$ cat src/execute_defines.svh
// shared widths and limits for the execute stage, include in any file that sizes a word or tag
`ifndef EXECUTE_DEFINES_SVH
`define EXECUTE_DEFINES_SVH

// data path

`define WORD_W 32 // data and address width

// scoreboard tags

`define REG_W 5 // destination register tag width

// memory side

// upper bound in cycles from a dmem request to its dhit,
// shared by the load/store assertion and the testbench wait loops
`define MEM_TIMEOUT 16

`endif

$ cat src/execute_pkg.sv
// types shared by the execute stage units, imported by each module that needs an enum
package execute_pkg;

    // scalar alu operations
    typedef enum logic [3:0] {
        alu_add = 4'd0,
        alu_sub = 4'd1,
        alu_and = 4'd2,
        alu_or  = 4'd3,
        alu_xor = 4'd4,
        alu_sll = 4'd5,
        alu_srl = 4'd6,
        alu_sra = 4'd7,
        alu_slt = 4'd8  // signed compare
    } aluop_t;

    // branch unit operation
    typedef enum logic [2:0] {
        br_beq  = 3'd0,
        br_bne  = 3'd1,
        br_blt  = 3'd2,
        br_bge  = 3'd3,
        br_jal  = 3'd4, // pc relative jump
        br_jalr = 3'd5  // register indirect jump
    } branch_t;

    typedef enum logic [1:0] {
        mem_none  = 2'd0,
        mem_load  = 2'd1,
        mem_store = 2'd2
    } mem_type_t;

    // scalar load/store fsm
    typedef enum logic [1:0] {
        ls_idle   = 2'd0,
        ls_access = 2'd1, // request held until dhit
        ls_done   = 2'd2  // one cycle completion
    } ls_state_t;

endpackage

$ cat src/fu_alu.sv
// scalar alu unit, result and flags are valid one cycle after the enable pulse
`include "execute_defines.svh"

module fu_alu
    import execute_pkg::*;
(
    input  logic               CLK,
    input  logic               reset,
    input  logic               enable,
    input  aluop_t             aluop,
    input  logic [`WORD_W-1:0] port_a,
    input  logic [`WORD_W-1:0] port_b,
    output logic [`WORD_W-1:0] port_output,
    output logic               zero,
    output logic               negative,
    output logic               overflow
);

    localparam int SH_W = $clog2(`WORD_W); // shift amount bits

    logic [`WORD_W-1:0] result; // combinational result
    logic               ovf;    // signed overflow, add and sub only
    logic [SH_W-1:0]    shamt;

    assign shamt = port_b[SH_W-1:0]; // low bits of b only

    always_comb begin
        result = '0;
        ovf    = 1'b0;
        case (aluop)
            alu_add: begin
                result = port_a + port_b;
                ovf    = (port_a[`WORD_W-1] == port_b[`WORD_W-1]) &&
                         (result[`WORD_W-1] != port_a[`WORD_W-1]); // same signs in, flip out
            end
            alu_sub: begin
                result = port_a - port_b;
                ovf    = (port_a[`WORD_W-1] != port_b[`WORD_W-1]) &&
                         (result[`WORD_W-1] != port_a[`WORD_W-1]); // signs differ, sign of a lost
            end
            alu_and: result = port_a & port_b;
            alu_or:  result = port_a | port_b;
            alu_xor: result = port_a ^ port_b;
            alu_sll: result = port_a << shamt;
            alu_srl: result = port_a >> shamt;
            alu_sra: result = $signed(port_a) >>> shamt; // sign fill
            alu_slt: result = {{(`WORD_W-1){1'b0}}, ($signed(port_a) < $signed(port_b))};
            default: result = '0;
        endcase
    end

    always_ff @(posedge CLK) begin
        if (reset) begin
            zero     <= 1'b0;
            negative <= 1'b0;
            overflow <= 1'b0;
        end else if (enable) begin
            zero     <= (result == '0);
            negative <= result[`WORD_W-1];
            overflow <= ovf;
        end
    end

    always_ff @(posedge CLK) begin
        if (enable) begin
            port_output <= result; // held until next op
        end
    end

    // an issued op must carry a defined opcode
    a_aluop_known: assert property (@(posedge CLK) disable iff (reset)
        enable |-> aluop inside {alu_add, alu_sub, alu_and, alu_or, alu_xor,
                                 alu_sll, alu_srl, alu_sra, alu_slt})
        else $error("fu_alu: undefined aluop %0d issued", aluop);

endmodule

$ cat src/fu_branch.sv
// branch and jump resolution, reports outcome, corrected pc and mispredict one cycle after enable
`include "execute_defines.svh"

module fu_branch
    import execute_pkg::*;
(
    input  logic               CLK,
    input  logic               reset,
    input  logic               enable,
    input  branch_t            branch_type,
    input  logic [`WORD_W-1:0] reg_a,
    input  logic [`WORD_W-1:0] reg_b,
    input  logic [`WORD_W-1:0] current_pc,
    input  logic [`WORD_W-1:0] imm,
    input  logic               predicted_outcome,
    output logic               resolved,
    output logic               miss,
    output logic               branch_outcome,
    output logic [`WORD_W-1:0] correct_pc,
    output logic [`WORD_W-1:0] jump_wdat
);

    logic               taken;    // resolved direction
    logic [`WORD_W-1:0] target;   // taken destination
    logic [`WORD_W-1:0] pc_plus4; // fall through, also link value
    logic [`WORD_W-1:0] jalr_sum;

    always_comb begin
        case (branch_type)
            br_beq:  taken = (reg_a == reg_b);
            br_bne:  taken = (reg_a != reg_b);
            br_blt:  taken = ($signed(reg_a) < $signed(reg_b));
            br_bge:  taken = ($signed(reg_a) >= $signed(reg_b));
            default: taken = 1'b1; // jal and jalr always go
        endcase
    end

    assign pc_plus4 = current_pc + 4;
    assign jalr_sum = reg_a + imm;

    // jalr drops bit 0 of the sum, everything else is pc relative
    assign target = (branch_type == br_jalr) ? {jalr_sum[`WORD_W-1:1], 1'b0}
                                             : current_pc + imm;

    // status pulses, one cycle per resolved op
    always_ff @(posedge CLK) begin
        if (reset) begin
            resolved <= 1'b0;
            miss     <= 1'b0;
        end else begin
            resolved <= enable;
            miss     <= enable && (taken != predicted_outcome); // jumps predicted taken never miss
        end
    end

    // results held until the next branch
    always_ff @(posedge CLK) begin
        if (enable) begin
            branch_outcome <= taken;
            correct_pc     <= taken ? target : pc_plus4;
            jump_wdat      <= pc_plus4; // link address
        end
    end

endmodule

$ cat src/fu_scalar_ls.sv
// scalar load/store unit, holds the dmem request until dhit and pulses done the cycle after
`include "execute_defines.svh"

module fu_scalar_ls
    import execute_pkg::*;
(
    input  logic               CLK,
    input  logic               reset,
    input  logic               enable,
    input  mem_type_t          mem_type,
    input  logic [`WORD_W-1:0] rs1,
    input  logic [`WORD_W-1:0] rs2,
    input  logic [`WORD_W-1:0] imm,
    input  logic [`WORD_W-1:0] dmem_load,
    input  logic               dhit,
    output logic [`WORD_W-1:0] dmem_addr,
    output logic               dmem_ren,
    output logic               dmem_wen,
    output logic [`WORD_W-1:0] dmem_store,
    output logic [`WORD_W-1:0] load_data,
    output logic               done
);

    ls_state_t          state, next_state;
    mem_type_t          type_q;  // kind of access in flight
    logic [`WORD_W-1:0] addr_q;
    logic [`WORD_W-1:0] store_q;
    logic [`WORD_W-1:0] load_q;
    logic               start;   // new op accepted this cycle
    logic               req;     // request visible to memory

    assign start = enable && (state != ls_access); // done cycle may take the next op

    always_comb begin
        next_state = state;
        case (state)
            ls_idle, ls_done: begin
                if (enable) begin
                    next_state = (mem_type == mem_none) ? ls_done : ls_access; // no-op skips memory
                end else begin
                    next_state = ls_idle;
                end
            end
            ls_access: if (dhit) next_state = ls_done;
            default:   next_state = ls_idle;
        endcase
    end

    always_ff @(posedge CLK) begin
        if (reset) begin
            state  <= ls_idle;
            type_q <= mem_none;
        end else begin
            state <= next_state;
            if (start) type_q <= mem_type;
        end
    end

    always_ff @(posedge CLK) begin
        if (start) begin
            addr_q  <= rs1 + imm; // effective address
            store_q <= rs2;
        end
        if (state == ls_access && dhit) begin
            load_q <= dmem_load; // sampled on the hit pulse
        end
    end

    assign dmem_ren   = (state == ls_access) && (type_q == mem_load);
    assign dmem_wen   = (state == ls_access) && (type_q == mem_store);
    assign dmem_addr  = addr_q;
    assign dmem_store = store_q;
    assign load_data  = load_q;
    assign done       = (state == ls_done);
    assign req        = dmem_ren || dmem_wen;

    // memory must answer every new request in bounded time
    a_dhit_timeout: assert property (@(posedge CLK) disable iff (reset)
        $rose(req) |-> ##[0:`MEM_TIMEOUT] dhit)
        else $error("fu_scalar_ls: no dhit within %0d cycles", `MEM_TIMEOUT);

endmodule

$ cat src/execute_ctrl.sv
// execute control, tracks per-unit tags, load/store busy, spec squash and the fu_ex done vector
`include "execute_defines.svh"

module execute_ctrl (
    input  logic              CLK,
    input  logic              reset,
    input  logic              salu_enable,
    input  logic              spec,
    input  logic              bfu_enable,
    input  logic              is_jump,
    input  logic              sls_enable,
    input  logic              sls_is_load,
    input  logic [`REG_W-1:0] rd,
    input  logic              bfu_miss,
    input  logic              ls_done,
    output logic              alu_wen,
    output logic [`REG_W-1:0] alu_rd,
    output logic              jump_wen,
    output logic [`REG_W-1:0] jump_rd,
    output logic              ls_wen,
    output logic [`REG_W-1:0] ls_rd,
    output logic [2:0]        fu_ex,
    output logic              sls_busy
);

    logic alu_v_q;   // alu result valid this cycle
    logic alu_spec_q;
    logic br_v_q;    // branch resolved this cycle
    logic jump_q;    // resolved op links a register
    logic ls_load_q; // outstanding op is a load
    logic busy_q;    // load/store op outstanding

    always_ff @(posedge CLK) begin
        if (reset) begin
            alu_v_q <= 1'b0;
            br_v_q  <= 1'b0;
            busy_q  <= 1'b0;
        end else begin
            alu_v_q <= salu_enable;
            br_v_q  <= bfu_enable;
            if (sls_enable) busy_q <= 1'b1;    // new op wins over a finishing one
            else if (ls_done) busy_q <= 1'b0;
        end
    end

    // tags and flags, captured per unit on issue
    always_ff @(posedge CLK) begin
        if (salu_enable) begin
            alu_rd     <= rd;
            alu_spec_q <= spec;
        end
        if (bfu_enable) begin
            jump_rd <= rd;
            jump_q  <= is_jump;
        end
        if (sls_enable) begin
            ls_rd     <= rd; // held until ls_done
            ls_load_q <= sls_is_load;
        end
    end

    assign alu_wen  = alu_v_q && !(alu_spec_q && bfu_miss); // squash wrong-path result
    assign jump_wen = br_v_q && jump_q;
    assign ls_wen   = ls_done && ls_load_q;                 // stores write nothing back
    assign fu_ex    = {br_v_q, ls_done, alu_v_q};
    assign sls_busy = busy_q && !ls_done;                   // drops in the done cycle

    // scoreboard must hold off while the unit is busy
    a_no_issue_busy: assert property (@(posedge CLK) disable iff (reset)
        sls_enable |-> !sls_busy)
        else $error("execute_ctrl: sls_enable while sls_busy");

endmodule

$ cat src/execute.sv
// execute stage top, connects control, alu, branch unit and scalar load/store to the scoreboard
`include "execute_defines.svh"

module execute
    import execute_pkg::*;
(
    input  logic               CLK,
    input  logic               reset,
    input  logic               salu_enable,          // from sb
    input  aluop_t             salu_aluop,
    input  logic [`WORD_W-1:0] salu_port_a,
    input  logic [`WORD_W-1:0] salu_port_b,
    input  logic               spec,                 // alu op shadowed by a branch
    input  logic               bfu_enable,           // from sb
    input  branch_t            bfu_branch_type,
    input  logic [`WORD_W-1:0] bfu_reg_a,
    input  logic [`WORD_W-1:0] bfu_reg_b,
    input  logic [`WORD_W-1:0] bfu_current_pc,
    input  logic [`WORD_W-1:0] bfu_imm,
    input  logic               bfu_predicted_outcome,
    input  logic               sls_enable,           // from sb
    input  mem_type_t          sls_mem_type,
    input  logic [`WORD_W-1:0] sls_rs1,
    input  logic [`WORD_W-1:0] sls_rs2,
    input  logic [`WORD_W-1:0] sls_imm,
    input  logic [`REG_W-1:0]  rd,
    input  logic [`WORD_W-1:0] dmem_load,            // from mem
    input  logic               dhit,
    output logic [`WORD_W-1:0] alu_wdat,             // to wb
    output logic               alu_wen,
    output logic [`REG_W-1:0]  alu_rd,
    output logic               salu_zero,
    output logic               salu_negative,
    output logic               salu_overflow,
    output logic [`WORD_W-1:0] ls_wdat,              // to wb
    output logic               ls_wen,
    output logic [`REG_W-1:0]  ls_rd,
    output logic [`WORD_W-1:0] jump_wdat,            // to wb
    output logic               jump_wen,
    output logic [`REG_W-1:0]  jump_rd,
    output logic               bfu_resolved,         // to fetch and sb
    output logic               bfu_miss,
    output logic [`WORD_W-1:0] bfu_correct_pc,
    output logic               bfu_branch_outcome,
    output logic [`WORD_W-1:0] dmem_addr,            // to mem
    output logic               dmem_ren,
    output logic               dmem_wen,
    output logic [`WORD_W-1:0] dmem_store,
    output logic [2:0]         fu_ex,                // to sb
    output logic               sls_busy
);

    logic ls_done; // load/store completion into control

    execute_ctrl i_ctrl (
        .CLK         (CLK),
        .reset       (reset),
        .salu_enable (salu_enable),
        .spec        (spec),
        .bfu_enable  (bfu_enable),
        .is_jump     (bfu_branch_type inside {br_jal, br_jalr}),
        .sls_enable  (sls_enable),
        .sls_is_load (sls_mem_type == mem_load),
        .rd          (rd),
        .bfu_miss    (bfu_miss),
        .ls_done     (ls_done),
        .alu_wen     (alu_wen),
        .alu_rd      (alu_rd),
        .jump_wen    (jump_wen),
        .jump_rd     (jump_rd),
        .ls_wen      (ls_wen),
        .ls_rd       (ls_rd),
        .fu_ex       (fu_ex),
        .sls_busy    (sls_busy)
    );

    fu_alu i_alu (
        .CLK         (CLK),
        .reset       (reset),
        .enable      (salu_enable),
        .aluop       (salu_aluop),
        .port_a      (salu_port_a),
        .port_b      (salu_port_b),
        .port_output (alu_wdat),
        .zero        (salu_zero),
        .negative    (salu_negative),
        .overflow    (salu_overflow)
    );

    fu_branch i_branch (
        .CLK               (CLK),
        .reset             (reset),
        .enable            (bfu_enable),
        .branch_type       (bfu_branch_type),
        .reg_a             (bfu_reg_a),
        .reg_b             (bfu_reg_b),
        .current_pc        (bfu_current_pc),
        .imm               (bfu_imm),
        .predicted_outcome (bfu_predicted_outcome),
        .resolved          (bfu_resolved),
        .miss              (bfu_miss),
        .branch_outcome    (bfu_branch_outcome),
        .correct_pc        (bfu_correct_pc),
        .jump_wdat         (jump_wdat)
    );

    fu_scalar_ls i_ls (
        .CLK        (CLK),
        .reset      (reset),
        .enable     (sls_enable),
        .mem_type   (sls_mem_type),
        .rs1        (sls_rs1),
        .rs2        (sls_rs2),
        .imm        (sls_imm),
        .dmem_load  (dmem_load),
        .dhit       (dhit),
        .dmem_addr  (dmem_addr),
        .dmem_ren   (dmem_ren),
        .dmem_wen   (dmem_wen),
        .dmem_store (dmem_store),
        .load_data  (ls_wdat),
        .done       (ls_done)
    );

endmodule

$ cat config.mk
export PLATFORM = sky130hd
export DESIGN_NAME = execute
export DESIGN_NICKNAME = d
export VERILOG_FILES = /design/src/execute_pkg.sv /design/src/fu_alu.sv /design/src/fu_branch.sv /design/src/fu_scalar_ls.sv /design/src/execute_ctrl.sv /design/src/execute.sv
export VERILOG_INCLUDE_DIRS = /design/src
export SDC_FILE = /design/constraint.sdc
export NUM_CORES = 1
export LEC_CHECK = 0
export ABC_CLOCK_PERIOD_IN_PS = 4450
export BUFFER_PORTS_ARGS = -buffer_cell sky130_fd_sc_hd__buf_2
export CAP_MARGIN = 40
export CELL_PAD_IN_SITES_DETAIL_PLACEMENT = 1
export CELL_PAD_IN_SITES_GLOBAL_PLACEMENT = 2
export CORE_UTILIZATION = 30
export DETAILED_ROUTE_END_ITERATION = 7
export GPL_TIMING_DRIVEN = 1
export PLACE_DENSITY_LB_ADDON = 0.12
export SLEW_MARGIN = 15
export SYNTH_ARGS = -nofsm -noshare
export SYNTH_HDL_FRONTEND = slang
export SYNTH_SLANG_ARGS = --single-unit
$ cat constraint.sdc
create_clock -name CLK -period 4.45 [get_ports CLK]
set_input_delay 0.2225 -clock CLK [delete_from_list [all_inputs] [get_ports CLK]]
set_output_delay 0.2225 -clock CLK [all_outputs]
set_load 0.01 [all_outputs]
==> results of run 1 <==
-- cells in the final DEF, fill, tap and decap left out, drive strengths merged, types with 14 or more instances in the layout --
cell           n
a21oi        201
and3          16
xor2          25
nor3          63
nand3         66
o21ai        153
a31oi         36
o211ai        33
a211oi        39
and2          14
nand2b        29
clkbuf        32
mux2i         34
nor4          16
o21bai        28
edfxtp       211
o21a          18
buf          706
inv          188
xnor2         86
ha           222
nand2        214
a221oi        15
or2           20
a21o          77
mux4          63
nand4         22
a22oi         18
o31ai         16
dlygate4sd3   91
nor2         196
nor2b         38
-- through the flow --
| stage | hold WS, ns | setup slack, ns | TNS [ns] | power, mW | utilization (%) |
|---|---|---|---|---|---|
| 3_3_place_gp | 0.4003 | -0.2583 | -0.2583 | 5.572 | 36.43 |
| 4_1_cts | 0.003098 | 0.4483 | 0 | 8.441 | 39.21 |
| 3_5_place_dp | 0.4009 | -0.1608 | -0.1608 | 5.619 | 36.50 |
| 5_1_grt | 0.01689 | 0.1414 | 0 | 8.792 | 39.22 |
| 6_report | 0.02845 | 0.4601 | 0 | 8.376 | 39.23 |
| 2_1_floorplan | 0.3181 | 0.1614 | 0 | 4.334 | - |
-- sequential cells by signal, indices dropped and copies added (netlist names), 2 cells and up --
| name | count |
|---|---|
| i_ctrl.jump_rd | 5 |
| i_ctrl.alu_rd | 5 |
| i_ctrl.ls_rd | 5 |
| i_ls.dmem_store | 32 |
| i_alu.port_output | 32 |
| i_ls.type_q | 2 |
| i_ls.load_data | 32 |
| i_branch.correct_pc | 32 |
| i_ls.dmem_addr | 32 |
| i_ls.state | 2 |
| i_branch.jump_wdat | 32 |
-- per-layer routing --
| metal | part of all wire, % | track usage [%] | vias to the layer above | routed length, um |
|---|---|---|---|---|
| li1 | - | - | 10850 | - |
| met5 | 0.022 | 0 | - | 25 |
| met4 | 3.1 | 8.690 | 4 | 3507 |
| met2 | 50 | 49.81 | 802 | 55760 |
| met3 | 5.8 | 3.997 | 161 | 6454 |
| met1 | 41 | 34.38 | 11650 | 45690 |
-- area by class of cell --
| class | instances | area (sq um) | share of cell area [%] |
|---|---|---|---|
| multi-input cells | 1978 | 14690 | 50.38 |
| flip-flops and latches | 222 | 6556 | 22.49 |
| repair buffers | 797 | 4875 | 16.72 |
| well taps | 969 | 1212 | 4.159 |
| clock buffers | 32 | 758.2 | 2.601 |
| inverters | 188 | 705.7 | 2.420 |
| clock inverters | 24 | 346.6 | 1.189 |
| diodes | 5 | 12.51 | 0.04292 |
-- cell families after synthesis --
logic type	after synthesis	synth area share [%]
AO/OA/AOI/OAI	788	23.57
AND/OR/NAND/NOR	742	15.86
buffers and inverters	311	5.726
adder cells (fa/ha/maj)	227	12.79
flip-flops	222	29.13
XOR/XNOR	111	4.320
multiplexers	110	8.611
-- report_power, final --
group / leakage, nW / internal, mW / switching [mW]
clock network: 0.519 / 1.65 / 1.06
registers: 2.12 / 2.55 / 0.0617
logic: 10.2 / 1.22 / 1.83
total: 12.9 / 5.43 / 2.95
-- how the worst max path moves through the flow --
stage | startpoint | to | slack, ns | depth (start not counted)
after floorplan | salu_port_b[3] | i_alu.zero$_SDFFE_PP0P_ | 0.16 | 18
after global placement | salu_port_b[1] | i_alu.zero$_SDFFE_PP0P_ | -0.26 | 14
after detailed placement | salu_port_b[1] | i_alu.zero$_SDFFE_PP0P_ | -0.16 | 14
after CTS | salu_port_b[1] | i_alu.zero$_SDFFE_PP0P_ | 0.45 | 14
after global routing | salu_port_b[9] | i_alu.zero$_SDFFE_PP0P_ | 0.14 | 15
final | salu_port_a[2] | i_alu.zero$_SDFFE_PP0P_ | 0.46 | 15
-- critical path: cells and delay by family --
| family | cells | cell delay, ns |
|---|---|---|
| adders and majority gates | 1 | 0.46 |
| buffers and inverters | 3 | 0.46 |
| muxes | 1 | 0.17 |
| and+or+nand+nor | 5 | 1.71 |
| AOI/OAI and AO/OA | 5 | 1.48 |
==> impl_metrics.toml, run 1 <==
[finish]
stdcell_count = 4215
final_area_sq_um = 29150
drive_gt1_share_pct = 27.12
nets = 3786
fillers = 8819
area_growth_syn_to_layout_pct = 29.54

[place]
dp_hpwl_mm = 90.39
gp_congestion = 0.9575
place_area_sq_um = 27130
place_inst = 4063
port_buffers = 563

[yosys]
syn_avg_cell_area_sq_um = 8.963
synthTopCellsByCount = "ha_1 (222), nand2_1 (214), edfxtp_1 (211), a21oi_1 (200), nor2_1 (196)"
yosysMostFrequentCell = "ha_1"
synth_area_sq_um = 22510
synthCells = 2511
synth-async-reset-ratio_pct = 0
yosysSeqAreaShare_pct = 29.13
ys.flop_type = "edfxtp_1"
synth_edf_count = 211
synth_area_leaders = "edfxtp_1 (28%), ha_1 (12%), mux4_2 (6.2%), a21oi_1 (4.4%), nand2_1 (3.6%)"
ys_seq_elements = 222
synth_top_area_share_pct = 28.15
yosys.area.top_type = "edfxtp_1"
yosysWarnings = 0
ys_types = 105
synth_nets = 3080

[timing]
fmax_mhz = 250.6
setup_viol = 0
slew_violations = 0
hold_violations = 0
maxSlewHeadroom_pct = 44.25
rsz0062_at_grt = "no"
tightest_slew_ns = 0.8331
min_period_over_period_pct = 89.66
fin_worst_skew_ns = 0.01279
finalCriticalPeriod_ns = 3.990

[die]
die-area_sq_um = 76120
boundaryPins = 564
row_count = 100
die_y_um = 275.9
initial_core_util_pct = 30.28
die_w_um = 275.9
coreArea_sq_um = 74320

[cts]
cts_setup_buffers = 0
cts-root-buf = "clkbuf_16"
hold_buffers = 91
clock_latency_ns = 0.60
cts_resized = 0
numCtsBuffers = 30
path_clk_slew_ns = 0.06
cts_tree = "done"
clk_path_buf_depth = 3
htreeDepth = 1
clock_sinks = 222

[critical_path]
cp_slowest_cell = "nor4_1"
path_max_fanout = 10
cp-start-kind = "input port"
reg2regPathDepth = 4
cp.required_ns = 4.99
reg2reg_setup_slack_ns = 2.32
r2r-start = "i_ls.state[1]$_SDFFE_PP0P_"
crit_chain = "buf_2 > inv_1 > ha_1 > a221oi_2 > o311a_1 > a211oi_2 > nor2b_1 > mux2i_1 > o311ai_0 > buf_1 > nor4_1 > and4b_1 > nand4bb_1 > nor4b_2 > a32o_2"
critical_path_class = "in -> reg"
max_stage_delay_ns = 0.62
r2r-end = "i_ls.dmem_store[10]$_DFFE_PP_"
worstPathArrival_ns = 4.53
cp-end-kind = "flip-flop"

[power]
power.leakage_nw = 12.87
powerDensity_nw_per_um2 = 287.3
irDropWorstVdd_mv = 0.2876

[detailed_routing]
dr.pass1.iters = 6
via_per_inst = 5.566
drtIter0Drc = 1471
via_count = 23460
routed_wirelength_mm = 111.4
ant_nets = 0
post_drt_wl_per_cell_um = 26.44
remaining_drc_errors = 0

[status]
run_status = "complete, no violations"

[global_route]
grt_pass1_vias = 24110
track_usage_pct = 27.90
grt_max_degree = 65
grt_first_pass_wirelength_mm = 159.3
grt-ovfl-total = 0
antenna_found_initial = 8

[min_path]
hp-start = "bfu_current_pc[17]"
hp-class = "in -> reg"
hold_end = "i_branch.jump_wdat[17]$_DFFE_PP_"
holdPathStages = 2

[job]
max-cap-violations = 0
Power figures use the tool's default switching activity.
==> run 2: changes to the inputs <==
Settings changed: ABC_AREA from default to 1, CORE_UTILIZATION 30 to 27.
==> impl_metrics.toml, run 2 <==
[global_route]
grt-ovfl-total = 0
antenna_found_initial = 16
grt_pass1_vias = 26620
grt_first_pass_wirelength_mm = 176.7
track_usage_pct = 26.63
grt_max_degree = 74

[detailed_routing]
ant_nets = 0
drtIter0Drc = 1729
post_drt_wl_per_cell_um = 23.01
via_count = 26270
remaining_drc_errors = 0
dr.pass1.iters = 5
via_per_inst = 4.971
routed_wirelength_mm = 121.6

[power]
comb_power_share_pct = 38.2
clock_power_share_pct = 29.1
powerDensity_nw_per_um2 = 267.9
p_switching_mw = 3.060
seq_power_share_pct = 32.7
irDropWorstVdd_mv = 0.2099
p_int_mw = 4.848
swShare_pct = 38.69
power.leakage_nw = 14.63

[critical_path]
crit_chain = "buf_2 > inv_4 > ha_1 > inv_1 > nand3_1 > nand2_1 > nand2_1 > nand2_1 > nand2_1 > nand2_1 > nor2_1 > nor2_1 > nand2_1 > nor2_1 > nand3_1 > nor2_1 > nand3_1 > nor2_1 > nand2_1 > a21oi_2"
max_stage_delay_ns = 0.46
cp.required_ns = 4.96
worst_path_dominant_cell_family = "simple AND/OR/NAND/NOR gates"
critical_path_class = "in -> reg"
cp-start-kind = "input port"
reg2regPathDepth = 5
worstPathArrival_ns = 3.74
crit_cells = 20
cp_slowest_cell = "nor2_1"
cp-end-kind = "flip-flop"
path_max_fanout = 30
cp_common_cell = "nand2_1"
cp_num_buf_inv = 3

[yosys]
synthCells = 3482
yosys.area.top_type = "edfxtp_1"
synth_edf_count = 211
synth_compound_area_share_pct = 13.70
synth_xor_area_share_pct = 2.823
ys_seq_elements = 222
synth_area_sq_um = 23540
synthAdderAreaFrac_pct = 12.23
synth_top_area_share_pct = 26.92
ys_types = 60
synth-async-reset-ratio_pct = 0
synth_nets = 4051
synth_top_family_by_area = "simple AND/OR/NAND/NOR gates"
yosysWarnings = 0
syn_avg_cell_area_sq_um = 6.760
yosysSeqAreaShare_pct = 27.85
synth-simple-area-share_pct = 34.38
yosysMostFrequentCell = "nand2_1"
synth.mux.area_fraction_pct = 0
ys.flop_type = "edfxtp_1"
synthTopCellsByCount = "nand2_1 (921), nand3_1 (481), inv_1 (410), nor2_1 (303), a21oi_1 (257)"
synth_area_leaders = "edfxtp_1 (27%), nand2_1 (15%), ha_1 (12%), nand3_1 (10%), inv_1 (6.5%)"

[die]
die_y_um = 297.3
die-area_sq_um = 88360
initial_core_util_pct = 27.43
die_w_um = 297.3
row_count = 107
coreArea_sq_um = 85820
boundaryPins = 564

[min_path]
hp-class = "in -> reg"
holdPathStages = 2

[cts]
clock_latency_ns = 0.60
numCtsBuffers = 28
cts-root-buf = "clkbuf_16"
hold_buffers = 82
path_clk_slew_ns = 0.06
clk_path_buf_depth = 3
cts_setup_buffers = 0
htreeDepth = 1
cts_tree = "done"
clock_sinks = 222
cts_resized = 0

[place]
gp_congestion = 0.9430
port_buffers = 563
post-place-ws_ns = 0.6649
dp_hpwl_mm = 103.6

[timing]
setup_viol = 0
finalCriticalPeriod_ns = 3.229
setup_slack_ns = 1.221
fin_worst_skew_ns = 0.009393
min_period_over_period_pct = 72.57
hold_violations = 0
rsz0062_at_grt = "no"
fin_setup_tns_ns = 0
tightest_slew_ns = 0.7401
fmax_mhz = 309.7
maxSlewHeadroom_pct = 50.66
slew_violations = 0

[finish]
nets = 4684
fillers = 10990
area_growth_syn_to_layout_pct = 25.44
final_cell_mix = "nand2_1 (921), buf_2 (562), nand3_1 (480)"
drive_gt1_share_pct = 17.48
final_common_cell = "nand2_1"

[status]
run_status = "complete, no violations"

[job]
max-cap-violations = 0
-- run 2: cell types whose count changed after synthesis, moves of 63 or more --
| cell | before | now |
|---|---|---|
| nand3_1 | 66 | 481 |
| xnor2_1 | 86 | 23 |
| a21o_1 | 77 | 8 |
| nor2_1 | 196 | 303 |
| inv_1 | 183 | 410 |
| nand2_1 | 214 | 921 |
-- run 2: layout make-up --
class	instances	area [sq um]	area share (%)
Antenna cell	3	7.507	0.02543
Clock buffer	39	762.0	2.581
Clock inverter	13	166.4	0.5636
Inverter	420	1584	5.365
Multi-Input combinational cell	2739	14880	50.40
Sequential cell	222	6556	22.21
Tap cell	1144	1431	4.848
Timing Repair Buffer	704	4136	14.01
-- run 2: cell families (layout without fill, tap and decap cells) --
family / count (synthesis) / after routing
other cells: 0 / 3
flops: 222 / 222
compound gates: 574 / 574
simple gates: 1863 / 1863
fa+ha+maj: 227 / 227
buf+inv: 521 / 1176
xor+xnor: 75 / 75
-- run 2: routing by layer --
layer	share of wire (%)	global-route usage (%)	up-vias
li1	-	-	12990
met1	45	35.42	12470
met2	47	44.72	675
met3	4.7	3.352	127
met4	3.3	8.039	10
met5	0.055	0	-
-- run 2: power by group through the flow --
| stage | clock network [mW] | registers, mW | logic (mW) |
|---|---|---|---|
| 2_1_floorplan | 0 | 2.73 | 1.57 |
| 3_3_place_gp | 0 | 2.63 | 2.94 |
| 3_5_place_dp | 0 | 2.64 | 2.95 |
| 4_1_cts | 2.36 | 2.59 | 3.02 |
| 5_1_grt | 2.42 | 2.61 | 3.32 |
| 6_report | 2.30 | 2.59 | 3.02 |
-- run 2: path summary, 6_finish.rpt --
kind	slack [ns]	to	from
min	0.04	i_branch.jump_wdat[29]$_DFFE_PP_	bfu_current_pc[29]
min reg2reg	0.48	i_ctrl.busy_q$_SDFFE_PP0P_	i_ctrl.busy_q$_SDFFE_PP0P_
max reg2reg	2.71	i_ls.load_data[11]$_DFFE_PP_	i_ls.state[0]$_SDFFE_PP0P_
max	1.22	i_alu.zero$_SDFFE_PP0P_	salu_port_b[1]
-- run 2: per-stage QoR --
| stage | instance area (sq um) | cells | power (mW) | util (%) | hold slack (ns) |
|---|---|---|---|---|---|
| final | 29520 | 5284 | 7.908 | 34.40 | 0.03833 |
| after global routing | 29520 | 5284 | 8.343 | 34.40 | 0.04422 |
| after CTS | 29520 | 5281 | 7.971 | 34.40 | 0.0007074 |
| after detailed placement | 27770 | 5147 | 5.582 | 32.36 | 0.4008 |
| after global placement | 27720 | 5144 | 5.572 | 32.30 | 0.3992 |
| after floorplan | 23540 | 3482 | 4.304 | - | 0.2849 |
